[src/rtl/loader_pkg.sv]
//////////////////////////////////////////////////////////////////////
// Download stream types and cartridge header constants.
// Addresses are byte addresses of the 16-bit word stream.
// The low byte of each word comes first in the file.
//////////////////////////////////////////////////////////////////////

package loader_pkg;

	// One cycle of the host download bus
	typedef struct packed {
		logic        download; // High for the whole transfer
		logic        wr;       // One-cycle write strobe
		logic [7:0]  index;    // File index
		logic [24:0] addr;     // Byte address
		logic [15:0] data;     // Word, low byte first in file
	} dl_stream_t;

	typedef enum logic [1:0] {
		JP = 2'd0,
		US = 2'd1,
		EU = 2'd2
	} region_t;

	// Index decode
	parameter logic [5:0] IDX_ROM_MAX  = 6'd1; // Compared against index[5:0]
	parameter int         IDX_CART_BIT = 6;    // Set for cartridge, clear for BIOS

	// Header offsets
	parameter logic [24:0] HDR_REGION_ADDR   = 25'h1F0;
	parameter logic [24:0] HDR_ID_ADDR_FIRST = 25'h182;
	parameter logic [24:0] HDR_ID_ADDR_LAST  = 25'h18C;

	// Pier Solar product codes
	parameter logic [63:0] PIER_ID_REPRINT = "T-574023";
	parameter logic [63:0] PIER_ID_FIRST   = "T-574013";

	// ROM size mask covers address bits 23..13
	parameter int MASK_LO = 13;
	parameter int MASK_HI = 23;
	typedef logic [MASK_HI:MASK_LO] rom_mask_t;

endpackage

[src/rtl/mapper_pkg.sv]
//////////////////////////////////////////////////////////////////////
// Page port and bank mapper types.
// Page offsets are word offsets, CPU address bits 3..1.
//////////////////////////////////////////////////////////////////////

package mapper_pkg;

	// One page-port access from the CPU side
	typedef struct packed {
		logic        strobe; // Pulse at falling edge of page CE
		logic        rnw;    // High for a read
		logic [2:0]  va;     // Word offset, bits 3..1
		logic [15:0] wdata;
	} page_wr_t;

	// Word address, bits 23..1
	typedef logic [23:1] rom_addr_t;

	// Field widths of the two register layouts
	parameter int BANK_FIELD_W = 5; // Large-ROM layout
	parameter int PIER_FIELD_W = 4; // Pier layout

	typedef logic [BANK_FIELD_W-1:0] bank_t;

	//////////////////////////////////////////////////////////////////////
	// Page offsets

	// EEPROM port on Pier boards, writes here do not touch the banks
	parameter logic [2:0] PAGE_PIER_EEPROM = 3'd4;

endpackage

[src/rtl/bank_mapper.sv]
//////////////////////////////////////////////////////////////////////
// Bank registers behind the time/page port and CPU to ROM translation.
// Large-ROM banking only works once the mask shows an image over 4 MB.
// Registers return to the identity map while a ROM is loading.
//////////////////////////////////////////////////////////////////////

`timescale 1ns/1ps

module bank_mapper import loader_pkg::*, mapper_pkg::*; #(
	parameter int NUM_BANKS    = 8,
	parameter int BANK_SEL_LSB = 19
) (
	input  logic      clk_sys,
	input  logic      arst_n,
	input  page_wr_t  page,
	input  rom_addr_t cpu_va,
	input  rom_mask_t rom_mask,
	input  logic      pier_quirk,
	input  logic      rom_loading,
	output rom_addr_t rom_va
);

	localparam int SEL_W = $clog2(NUM_BANKS);

	bank_t             bank_reg [NUM_BANKS];
	logic              page_wr;
	logic              large_rom;
	logic              pier_hit;
	logic [SEL_W-1:0]  pier_sel;
	logic [SEL_W-1:0]  cpu_sel;
	rom_addr_t         raw_va;

	assign page_wr   = page.strobe & ~page.rnw;
	assign large_rom = rom_mask[MASK_HI] | rom_mask[MASK_HI-1];

	// Pier boards use offsets 1..3 for the upper banks
	assign pier_hit = (page.va != 3'd0) && (page.va < PAGE_PIER_EEPROM);
	assign pier_sel = SEL_W'(NUM_BANKS / 2) + SEL_W'(page.va);

	//////////////////////////////////////////////////////////////////////
	// Page-port writes

	always_ff @(posedge clk_sys or negedge arst_n) begin
		if (!arst_n) begin
			for (int n = 0; n < NUM_BANKS; n++)
				bank_reg[n] <= bank_t'(n);
		end else if (rom_loading) begin
			for (int n = 0; n < NUM_BANKS; n++)
				bank_reg[n] <= bank_t'(n); // Identity map
		end else if (page_wr) begin
			if (pier_quirk) begin
				if (pier_hit)
					bank_reg[pier_sel] <= bank_t'(page.wdata[PIER_FIELD_W-1:0]);
			end else if (large_rom && page.va != 3'd0) begin
				bank_reg[SEL_W'(page.va)] <= page.wdata[BANK_FIELD_W-1:0];
			end
		end
	end

	//////////////////////////////////////////////////////////////////////
	// Address translation

	assign cpu_sel = cpu_va[BANK_SEL_LSB+SEL_W-1:BANK_SEL_LSB];
	assign raw_va  = {bank_reg[cpu_sel], cpu_va[BANK_SEL_LSB-1:1]};

	// Bits 12..1 always pass through
	assign rom_va = raw_va & {rom_mask, {(MASK_LO - 1){1'b1}}};

endmodule

[src/rtl/cart_header_scan.sv]
//////////////////////////////////////////////////////////////////////
// Watches a ROM download for the region byte and the product ID.
// region_set only pulses high during a download with auto_region on.
// ID capture needs the cartridge bit of the file index.
//////////////////////////////////////////////////////////////////////

`timescale 1ns/1ps

module cart_header_scan import loader_pkg::*; (
	input  logic       clk_sys,
	input  logic       arst_n,
	input  dl_stream_t dl,
	input  logic       auto_region,
	output region_t    region_req,
	output logic       region_set,
	output logic       pier_quirk
);

	logic        rom_active;
	logic        rom_active_q;
	logic        dl_start;
	logic        dl_done;
	logic        rom_wr;
	logic        id_wr;
	logic [63:0] cart_id;
	logic        id_match;
	region_t     hdr_region;

	assign rom_active = dl.download & (dl.index[5:0] <= IDX_ROM_MAX);
	assign dl_start   = rom_active & ~rom_active_q;
	assign dl_done    = ~rom_active & rom_active_q;
	assign rom_wr     = rom_active & dl.wr;
	assign id_wr      = rom_wr & dl.index[IDX_CART_BIT];

	assign id_match = (cart_id == PIER_ID_REPRINT) || (cart_id == PIER_ID_FIRST);

	// Region letter sits in the low byte
	always_comb begin
		if (dl.data[7:0] == "J")
			hdr_region = JP;
		else if (dl.data[7:0] == "U")
			hdr_region = US;
		else
			hdr_region = EU;
	end

	//////////////////////////////////////////////////////////////////////
	// Region request and status flags

	always_ff @(posedge clk_sys or negedge arst_n) begin
		if (!arst_n) begin
			rom_active_q <= 1'b0;
			region_req   <= JP;
			region_set   <= 1'b0;
			pier_quirk   <= 1'b0;
		end else begin
			rom_active_q <= rom_active;
			if (dl_start) begin // New image, forget the old header
				region_req <= JP;
				region_set <= 1'b0;
				pier_quirk <= 1'b0;
			end
			if (dl_done)
				region_set <= 1'b0;
			if (rom_wr && dl.addr == HDR_REGION_ADDR) begin
				region_req <= hdr_region;
				if (auto_region)
					region_set <= 1'b1;
			end
			if (id_wr && dl.addr == HDR_ID_ADDR_LAST && id_match)
				pier_quirk <= 1'b1;
		end
	end

	//////////////////////////////////////////////////////////////////////
	// ID capture, bytes swapped back into string order

	always_ff @(posedge clk_sys) begin
		if (id_wr) begin
			case (dl.addr)
				HDR_ID_ADDR_FIRST:          cart_id[63:56] <= dl.data[15:8];
				HDR_ID_ADDR_FIRST + 25'd2: cart_id[55:40] <= {dl.data[7:0], dl.data[15:8]};
				HDR_ID_ADDR_FIRST + 25'd4: cart_id[39:24] <= {dl.data[7:0], dl.data[15:8]};
				HDR_ID_ADDR_FIRST + 25'd6: cart_id[23:8]  <= {dl.data[7:0], dl.data[15:8]};
				HDR_ID_ADDR_FIRST + 25'd8: cart_id[7:0]   <= dl.data[7:0]; // Last char
				default: ;
			endcase
		end
	end

endmodule

[src/rtl/cart_loader_top.sv]
//////////////////////////////////////////////////////////////////////
// Cartridge loading block of the console core.
// The download stream and the page port are both in the clk_sys domain.
// Bank layout parameters are set here and passed to the mapper.
//////////////////////////////////////////////////////////////////////

`timescale 1ns/1ps

module cart_loader_top import loader_pkg::*, mapper_pkg::*; #(
	parameter int NUM_BANKS    = 8,
	parameter int BANK_SEL_LSB = 19  // Lowest CPU address bit of the bank select
) (
	input  logic       clk_sys,
	input  logic       arst_n,
	input  dl_stream_t dl,
	input  logic       auto_region,
	input  page_wr_t   page,
	input  rom_addr_t  cpu_va,
	output region_t    region_req,
	output logic       region_set,
	output logic       pier_quirk,
	output logic       cart_mode,
	output rom_mask_t  rom_mask,
	output rom_addr_t  rom_va
);

	logic rom_loading;

	cart_header_scan u_header_scan (
		.clk_sys     (clk_sys),
		.arst_n      (arst_n),
		.dl          (dl),
		.auto_region (auto_region),
		.region_req  (region_req),
		.region_set  (region_set),
		.pier_quirk  (pier_quirk)
	);

	rom_size_track u_size_track (
		.clk_sys     (clk_sys),
		.arst_n      (arst_n),
		.dl          (dl),
		.cart_mode   (cart_mode),
		.rom_mask    (rom_mask),
		.rom_loading (rom_loading)
	);

	bank_mapper #(
		.NUM_BANKS    (NUM_BANKS),
		.BANK_SEL_LSB (BANK_SEL_LSB)
	) u_bank_mapper (
		.clk_sys     (clk_sys),
		.arst_n      (arst_n),
		.page        (page),
		.cpu_va      (cpu_va),
		.rom_mask    (rom_mask),
		.pier_quirk  (pier_quirk),
		.rom_loading (rom_loading),
		.rom_va      (rom_va)
	);

endmodule

[src/rtl/rom_size_track.sv]
//////////////////////////////////////////////////////////////////////
// Builds the ROM size mask from the download addresses.
// Only cartridge images touch the mask. A write to address 0 restarts it.
//////////////////////////////////////////////////////////////////////

`timescale 1ns/1ps

module rom_size_track import loader_pkg::*; (
	input  logic       clk_sys,
	input  logic       arst_n,
	input  dl_stream_t dl,
	output logic       cart_mode,
	output rom_mask_t  rom_mask,
	output logic       rom_loading
);

	logic rom_wr;
	logic is_cart;

	assign rom_loading = dl.download & (dl.index[5:0] <= IDX_ROM_MAX);
	assign rom_wr      = rom_loading & dl.wr;
	assign is_cart     = dl.index[IDX_CART_BIT];

	always_ff @(posedge clk_sys or negedge arst_n) begin
		if (!arst_n) begin
			cart_mode <= 1'b0;
			rom_mask  <= '0;
		end else if (rom_wr) begin
			cart_mode <= is_cart;
			if (is_cart) begin
				// First word of the image starts a fresh mask
				if (dl.addr == '0)
					rom_mask <= '0;
				else
					rom_mask <= rom_mask | dl.addr[MASK_HI:MASK_LO];
			end
		end
	end

endmodule

[config.mk]
export PLATFORM = sky130hd
export DESIGN_NAME = cart_loader_top
export DESIGN_NICKNAME = d
export VERILOG_FILES = /design/src/rtl/loader_pkg.sv /design/src/rtl/mapper_pkg.sv /design/src/rtl/bank_mapper.sv /design/src/rtl/cart_header_scan.sv /design/src/rtl/cart_loader_top.sv /design/src/rtl/rom_size_track.sv
export SDC_FILE = /design/constraint.sdc
export NUM_CORES = 1
export LEC_CHECK = 0
export BUFFER_PORTS_ARGS = -buffer_cell sky130_fd_sc_hd__buf_2
export CAP_MARGIN = 30
export CORE_ASPECT_RATIO = 1.1
export CORE_MARGIN = 4
export CORE_UTILIZATION = 45
export CTS_CLUSTER_DIAMETER = 80
export DETAILED_ROUTE_END_ITERATION = 6
export PLACE_DENSITY = 0.81
export SLEW_MARGIN = 0
export SYNTH_ARGS = -nofsm -noshare
export SYNTH_HDL_FRONTEND = slang
export SYNTH_SLANG_ARGS = --single-unit
[constraint.sdc]
create_clock -name clk_sys -period 2 [get_ports clk_sys]
set_input_delay 0.1 -clock clk_sys [delete_from_list [all_inputs] [get_ports clk_sys]]
set_output_delay 0.1 -clock clk_sys [all_outputs]
set_load 0.005 [all_outputs]
==> key figures <==
Synth
  • Synth area leader: edfxtp_1
  • Library cells used by synthesis: 58
  • Yosys warns: 0
  • Synth Instances: 400
  • Syn nets: 498
  • Post-synth EDFFs: 64
  • Syn Area/Cell: 13.4 um^2
  • Cell area after synthesis: 5370 um^2
  • #FFs+latches synth: 121
  • Ys async rst share: 47.1%
  • Seq/Total Area, Yosys: 62.6%
  • Main area contributors after synthesis: edfxtp_1 36%, dfrtp_1 21%, dfstp_2 5.9%, mux2i_1 4.3%, mux4_2 4.2%
  • Primary FF master, synth: edfxtp_1
  • Yosys top cell area share: 35.8%

Setup path
  • Largest stage delay on the critical path: 0.58 ns
  • Cell depth of the worst setup path: 5
  • Worst Path Required: 2.14 ns
  • Worst-path fanout max: 8
  • Setup crit end kind: flip-flop
  • Critical path origin: dl[39]
  • Slowest-stage cell, CP: dlygate4sd3_1
  • Worst reg2reg endpoint: u_bank_mapper.bank_reg[8]$_DFFE_PN0P_
  • Crit path capture: u_header_scan.cart_id[36]$_DFFE_PP_
  • CP cell instances: dlygate4sd3_1 > or4b_4 > or2_4 > nor4_4 > clkbuf_16
  • CP Data Arrival Time: 2.12 ns
  • Crit-path leading delay family: simple AND/OR/NAND/NOR gates
  • Reg2reg setup slack: 0.07 ns
  • Reg2reg start: u_header_scan.pier_quirk$_DFFE_PN0P_
  • Buf+Inv Stages, Crit Path: 2
  • Worst R2R Path Depth: 6
  • Critical path type: in -> reg
  • Startpoint types: input port

Global route
  • Largest net degree at the start of global routing: 28
  • Global route total overflow: 0
  • Number of global-route vias before repair: 4191
  • Aggregate global-route resource usage: 21.6%
  • Initial antenna violation count: 1
  • First-pass GRT wire length: 22600 um

STA
  • Ratio of final minimum period to clock period: 99.2%
  • Setup TNS: 0 ns
  • Worst Skew: 0.00791 ns
  • Final Hold Fails: 0
  • Max Clk Rate: 504 MHz
  • Final Critical Period: 1.98 ns
  • Slew headroom: 58.2%
  • Slew Viols, Final: 0
  • Tightest Pin Transition: 0.628 ns
  • PnR worst setup slack: 0.0158 ns
  • Final setup vio count: 0
  • Min Hold Slack: 0.0401 ns

Detailed routing
  • Post-Route WL: 14500 um
  • Starting DRT DRC Count: 396
  • Via count: 4032
  • Routed len/inst: 20.6 um
  • Antenna-violating nets left: 0
  • Drt drc: 0
  • Vias per std cell: 5.72
  • Pre-Repair DR Iteration Count: 5

Clock network
  • Clk pin slew, worst setup/hold paths: 0.06 ns
  • # clock sinks: 121
  • Total number of H-tree levels: 4
  • Worst-Skew Late Latency: 0.42 ns
  • Root Buffer: clkbuf_16
  • Clk buf depth: 2
  • CTS tree: done
  • Num CTS Buffers: 17

Layout
  • Register area: 3360 um^2
  • Layout cells sized above 1: 35.1%
  • Filler Cells Inserted: 824
  • Number of flip-flops in the largest register: 64
  • Area Growth Syn to Fin: 32.3%
  • Nets@finish: 640
  • Antenna cells: 0
  • Multi-input logic area: 1810 um^2

Placement
  • DP HPWL: 9480 um
  • Port Buffer Count: 97
  • Global placer's final weighted congestion: 0.929
  • Pre-CTS setup slack: -0.207 ns

Die
  • Initial Util: 46.3%
  • Core area: 11600 um^2
  • I/O pin total: 137
  • Die area: 13800 um^2
  • Die H: 123 um
  • Die width: 112 um
  • Floorplan row count: 41

Pwr
  • Worst vdd ir: 0.000576 V
  • Pwr dens: 944 nW/um^2
  • Leakage: 2.94 nW

Min path
  • Hold WC Path Type: in -> reg

Status
  • Status: finished clean

Job
  • Max-cap violations: 0
-- per-stage QoR --
stage	total power (W)	utilization, %	std cells	area, um^2
after detailed placement	0.00351	52.8	641	6120
after global routing	0.00693	61.3	705	7100
after global placement	0.00346	52.8	641	6120
after floorplan	0.00324	-	400	5420
final	0.00671	61.3	705	7100
after CTS	0.00669	61.0	706	7070
-- cell type report --
class / instances / area share, %
Inverter: 30 / 1.59
Sequential cell: 121 / 47.3
Clock inverter: 15 / 2.66
Tap cell: 150 / 2.64
Timing Repair Buffer: 148 / 14.3
Clock buffer: 17 / 5.99
Multi-Input combinational cell: 224 / 25.4
-- routing by layer --
layer  track usage (%)  wire, um
met5                 0        13
met4              10.4       446
met3              6.36      1190
met2              35.1      7210
met1              26.6      5650
-- cell usage after synthesis (2+ instances only) --
cell / instances
nor3_1: 5
mux4_2: 10
nor4_2: 2
and2_1: 13
xnor2_1: 3
nor4_1: 9
mux2i_1: 23
or4b_2: 2
a32o_1: 3
nand2_1: 5
buf_2: 6
nand4_1: 6
o2bb2ai_1: 5
edfxtp_1: 64
a22oi_4: 3
o22ai_1: 3
o21ai_0: 3
nor4b_1: 6
nand3_1: 19
nand2b_1: 4
clkbuf_1: 4
or2_2: 2
or3_1: 2
and4b_1: 2
inv_1: 29
a21oi_1: 20
nor2_1: 28
nor4bb_1: 4
nand4b_1: 2
or4_1: 5
o2111ai_1: 2
buf_4: 12
a32oi_1: 7
dfrtp_1: 45
nor2b_1: 8
dfstp_2: 12
-- worst min-delay path by stage --
stage               cells after the start  startpoint                                      to  slack, ns
floorplan                               0      arst_n  u_bank_mapper.bank_reg[11]$_DFFE_PN0P_      -0.20
global placement                        1      arst_n    u_size_track.rom_mask[6]$_DFFE_PN0P_       0.13
detailed placement                      1      arst_n    u_size_track.rom_mask[7]$_DFFE_PN0P_       0.14
CTS                                     2    page[16]  u_bank_mapper.bank_reg[19]$_DFFE_PN0P_       0.02
global route                            2    page[16]  u_bank_mapper.bank_reg[19]$_DFFE_PN0P_       0.05
finish                                  2    page[16]  u_bank_mapper.bank_reg[19]$_DFFE_PN0P_       0.04
-- power by group --
part           switching (W)  internal (W)  total (W)
clock network        0.00119       0.00198    0.00317
registers          0.0000968       0.00281    0.00291
logic               0.000324      0.000305   0.000629
total                0.00161       0.00510    0.00671
-- cell families (layout without fill, tap and decap cells) --
| logic type | count (synthesis) | in the layout | synth area share (%) |
|---|---|---|---|
| flip-flops | 121 | 121 | 62.6 |
| buffers and inverters | 55 | 210 | 4.98 |
| multiplexers | 33 | 33 | 8.48 |
| XOR/XNOR | 4 | 4 | 0.652 |
| AND/OR/NAND/NOR | 133 | 133 | 15.4 |
| AO/OA/AOI/OAI | 54 | 54 | 7.92 |
-- timing repair --
item	in CTS	in global routing
hold buffers	33	0
endpoints found under the hold margin	108	0
setup endpoints to repair	0	25
setup buffers	0	1
gates resized for setup	0	5
-- placed cells by master, fill, tap and decap left out, types with 4 or more instances in the layout --
| cell | synthesis | final |
|---|---|---|
| a21oi_1 | 20 | 20 |
| a32oi_1 | 7 | 7 |
| and2_1 | 13 | 13 |
| buf_2 | 6 | 94 |
| buf_4 | 12 | 17 |
| clkbuf_16 | 0 | 18 |
| dfrtp_1 | 45 | 45 |
| dfstp_2 | 12 | 12 |
| dlygate4sd3_1 | 0 | 31 |
| edfxtp_1 | 64 | 64 |
| inv_1 | 29 | 29 |
| inv_6 | 0 | 6 |
| mux2i_1 | 23 | 23 |
| mux4_2 | 10 | 10 |
| nand2_1 | 5 | 5 |
| nand2b_1 | 4 | 4 |
| nand3_1 | 19 | 19 |
| nand4_1 | 6 | 6 |
| nor2_1 | 28 | 27 |
| nor2b_1 | 8 | 8 |
| nor3_1 | 5 | 5 |
| nor4_1 | 9 | 5 |
| nor4_4 | 1 | 4 |
| nor4b_1 | 6 | 6 |
| nor4bb_1 | 4 | 4 |
| o2bb2ai_1 | 5 | 5 |
| or4_1 | 5 | 5 |
(Power assumes the default switching activity.)
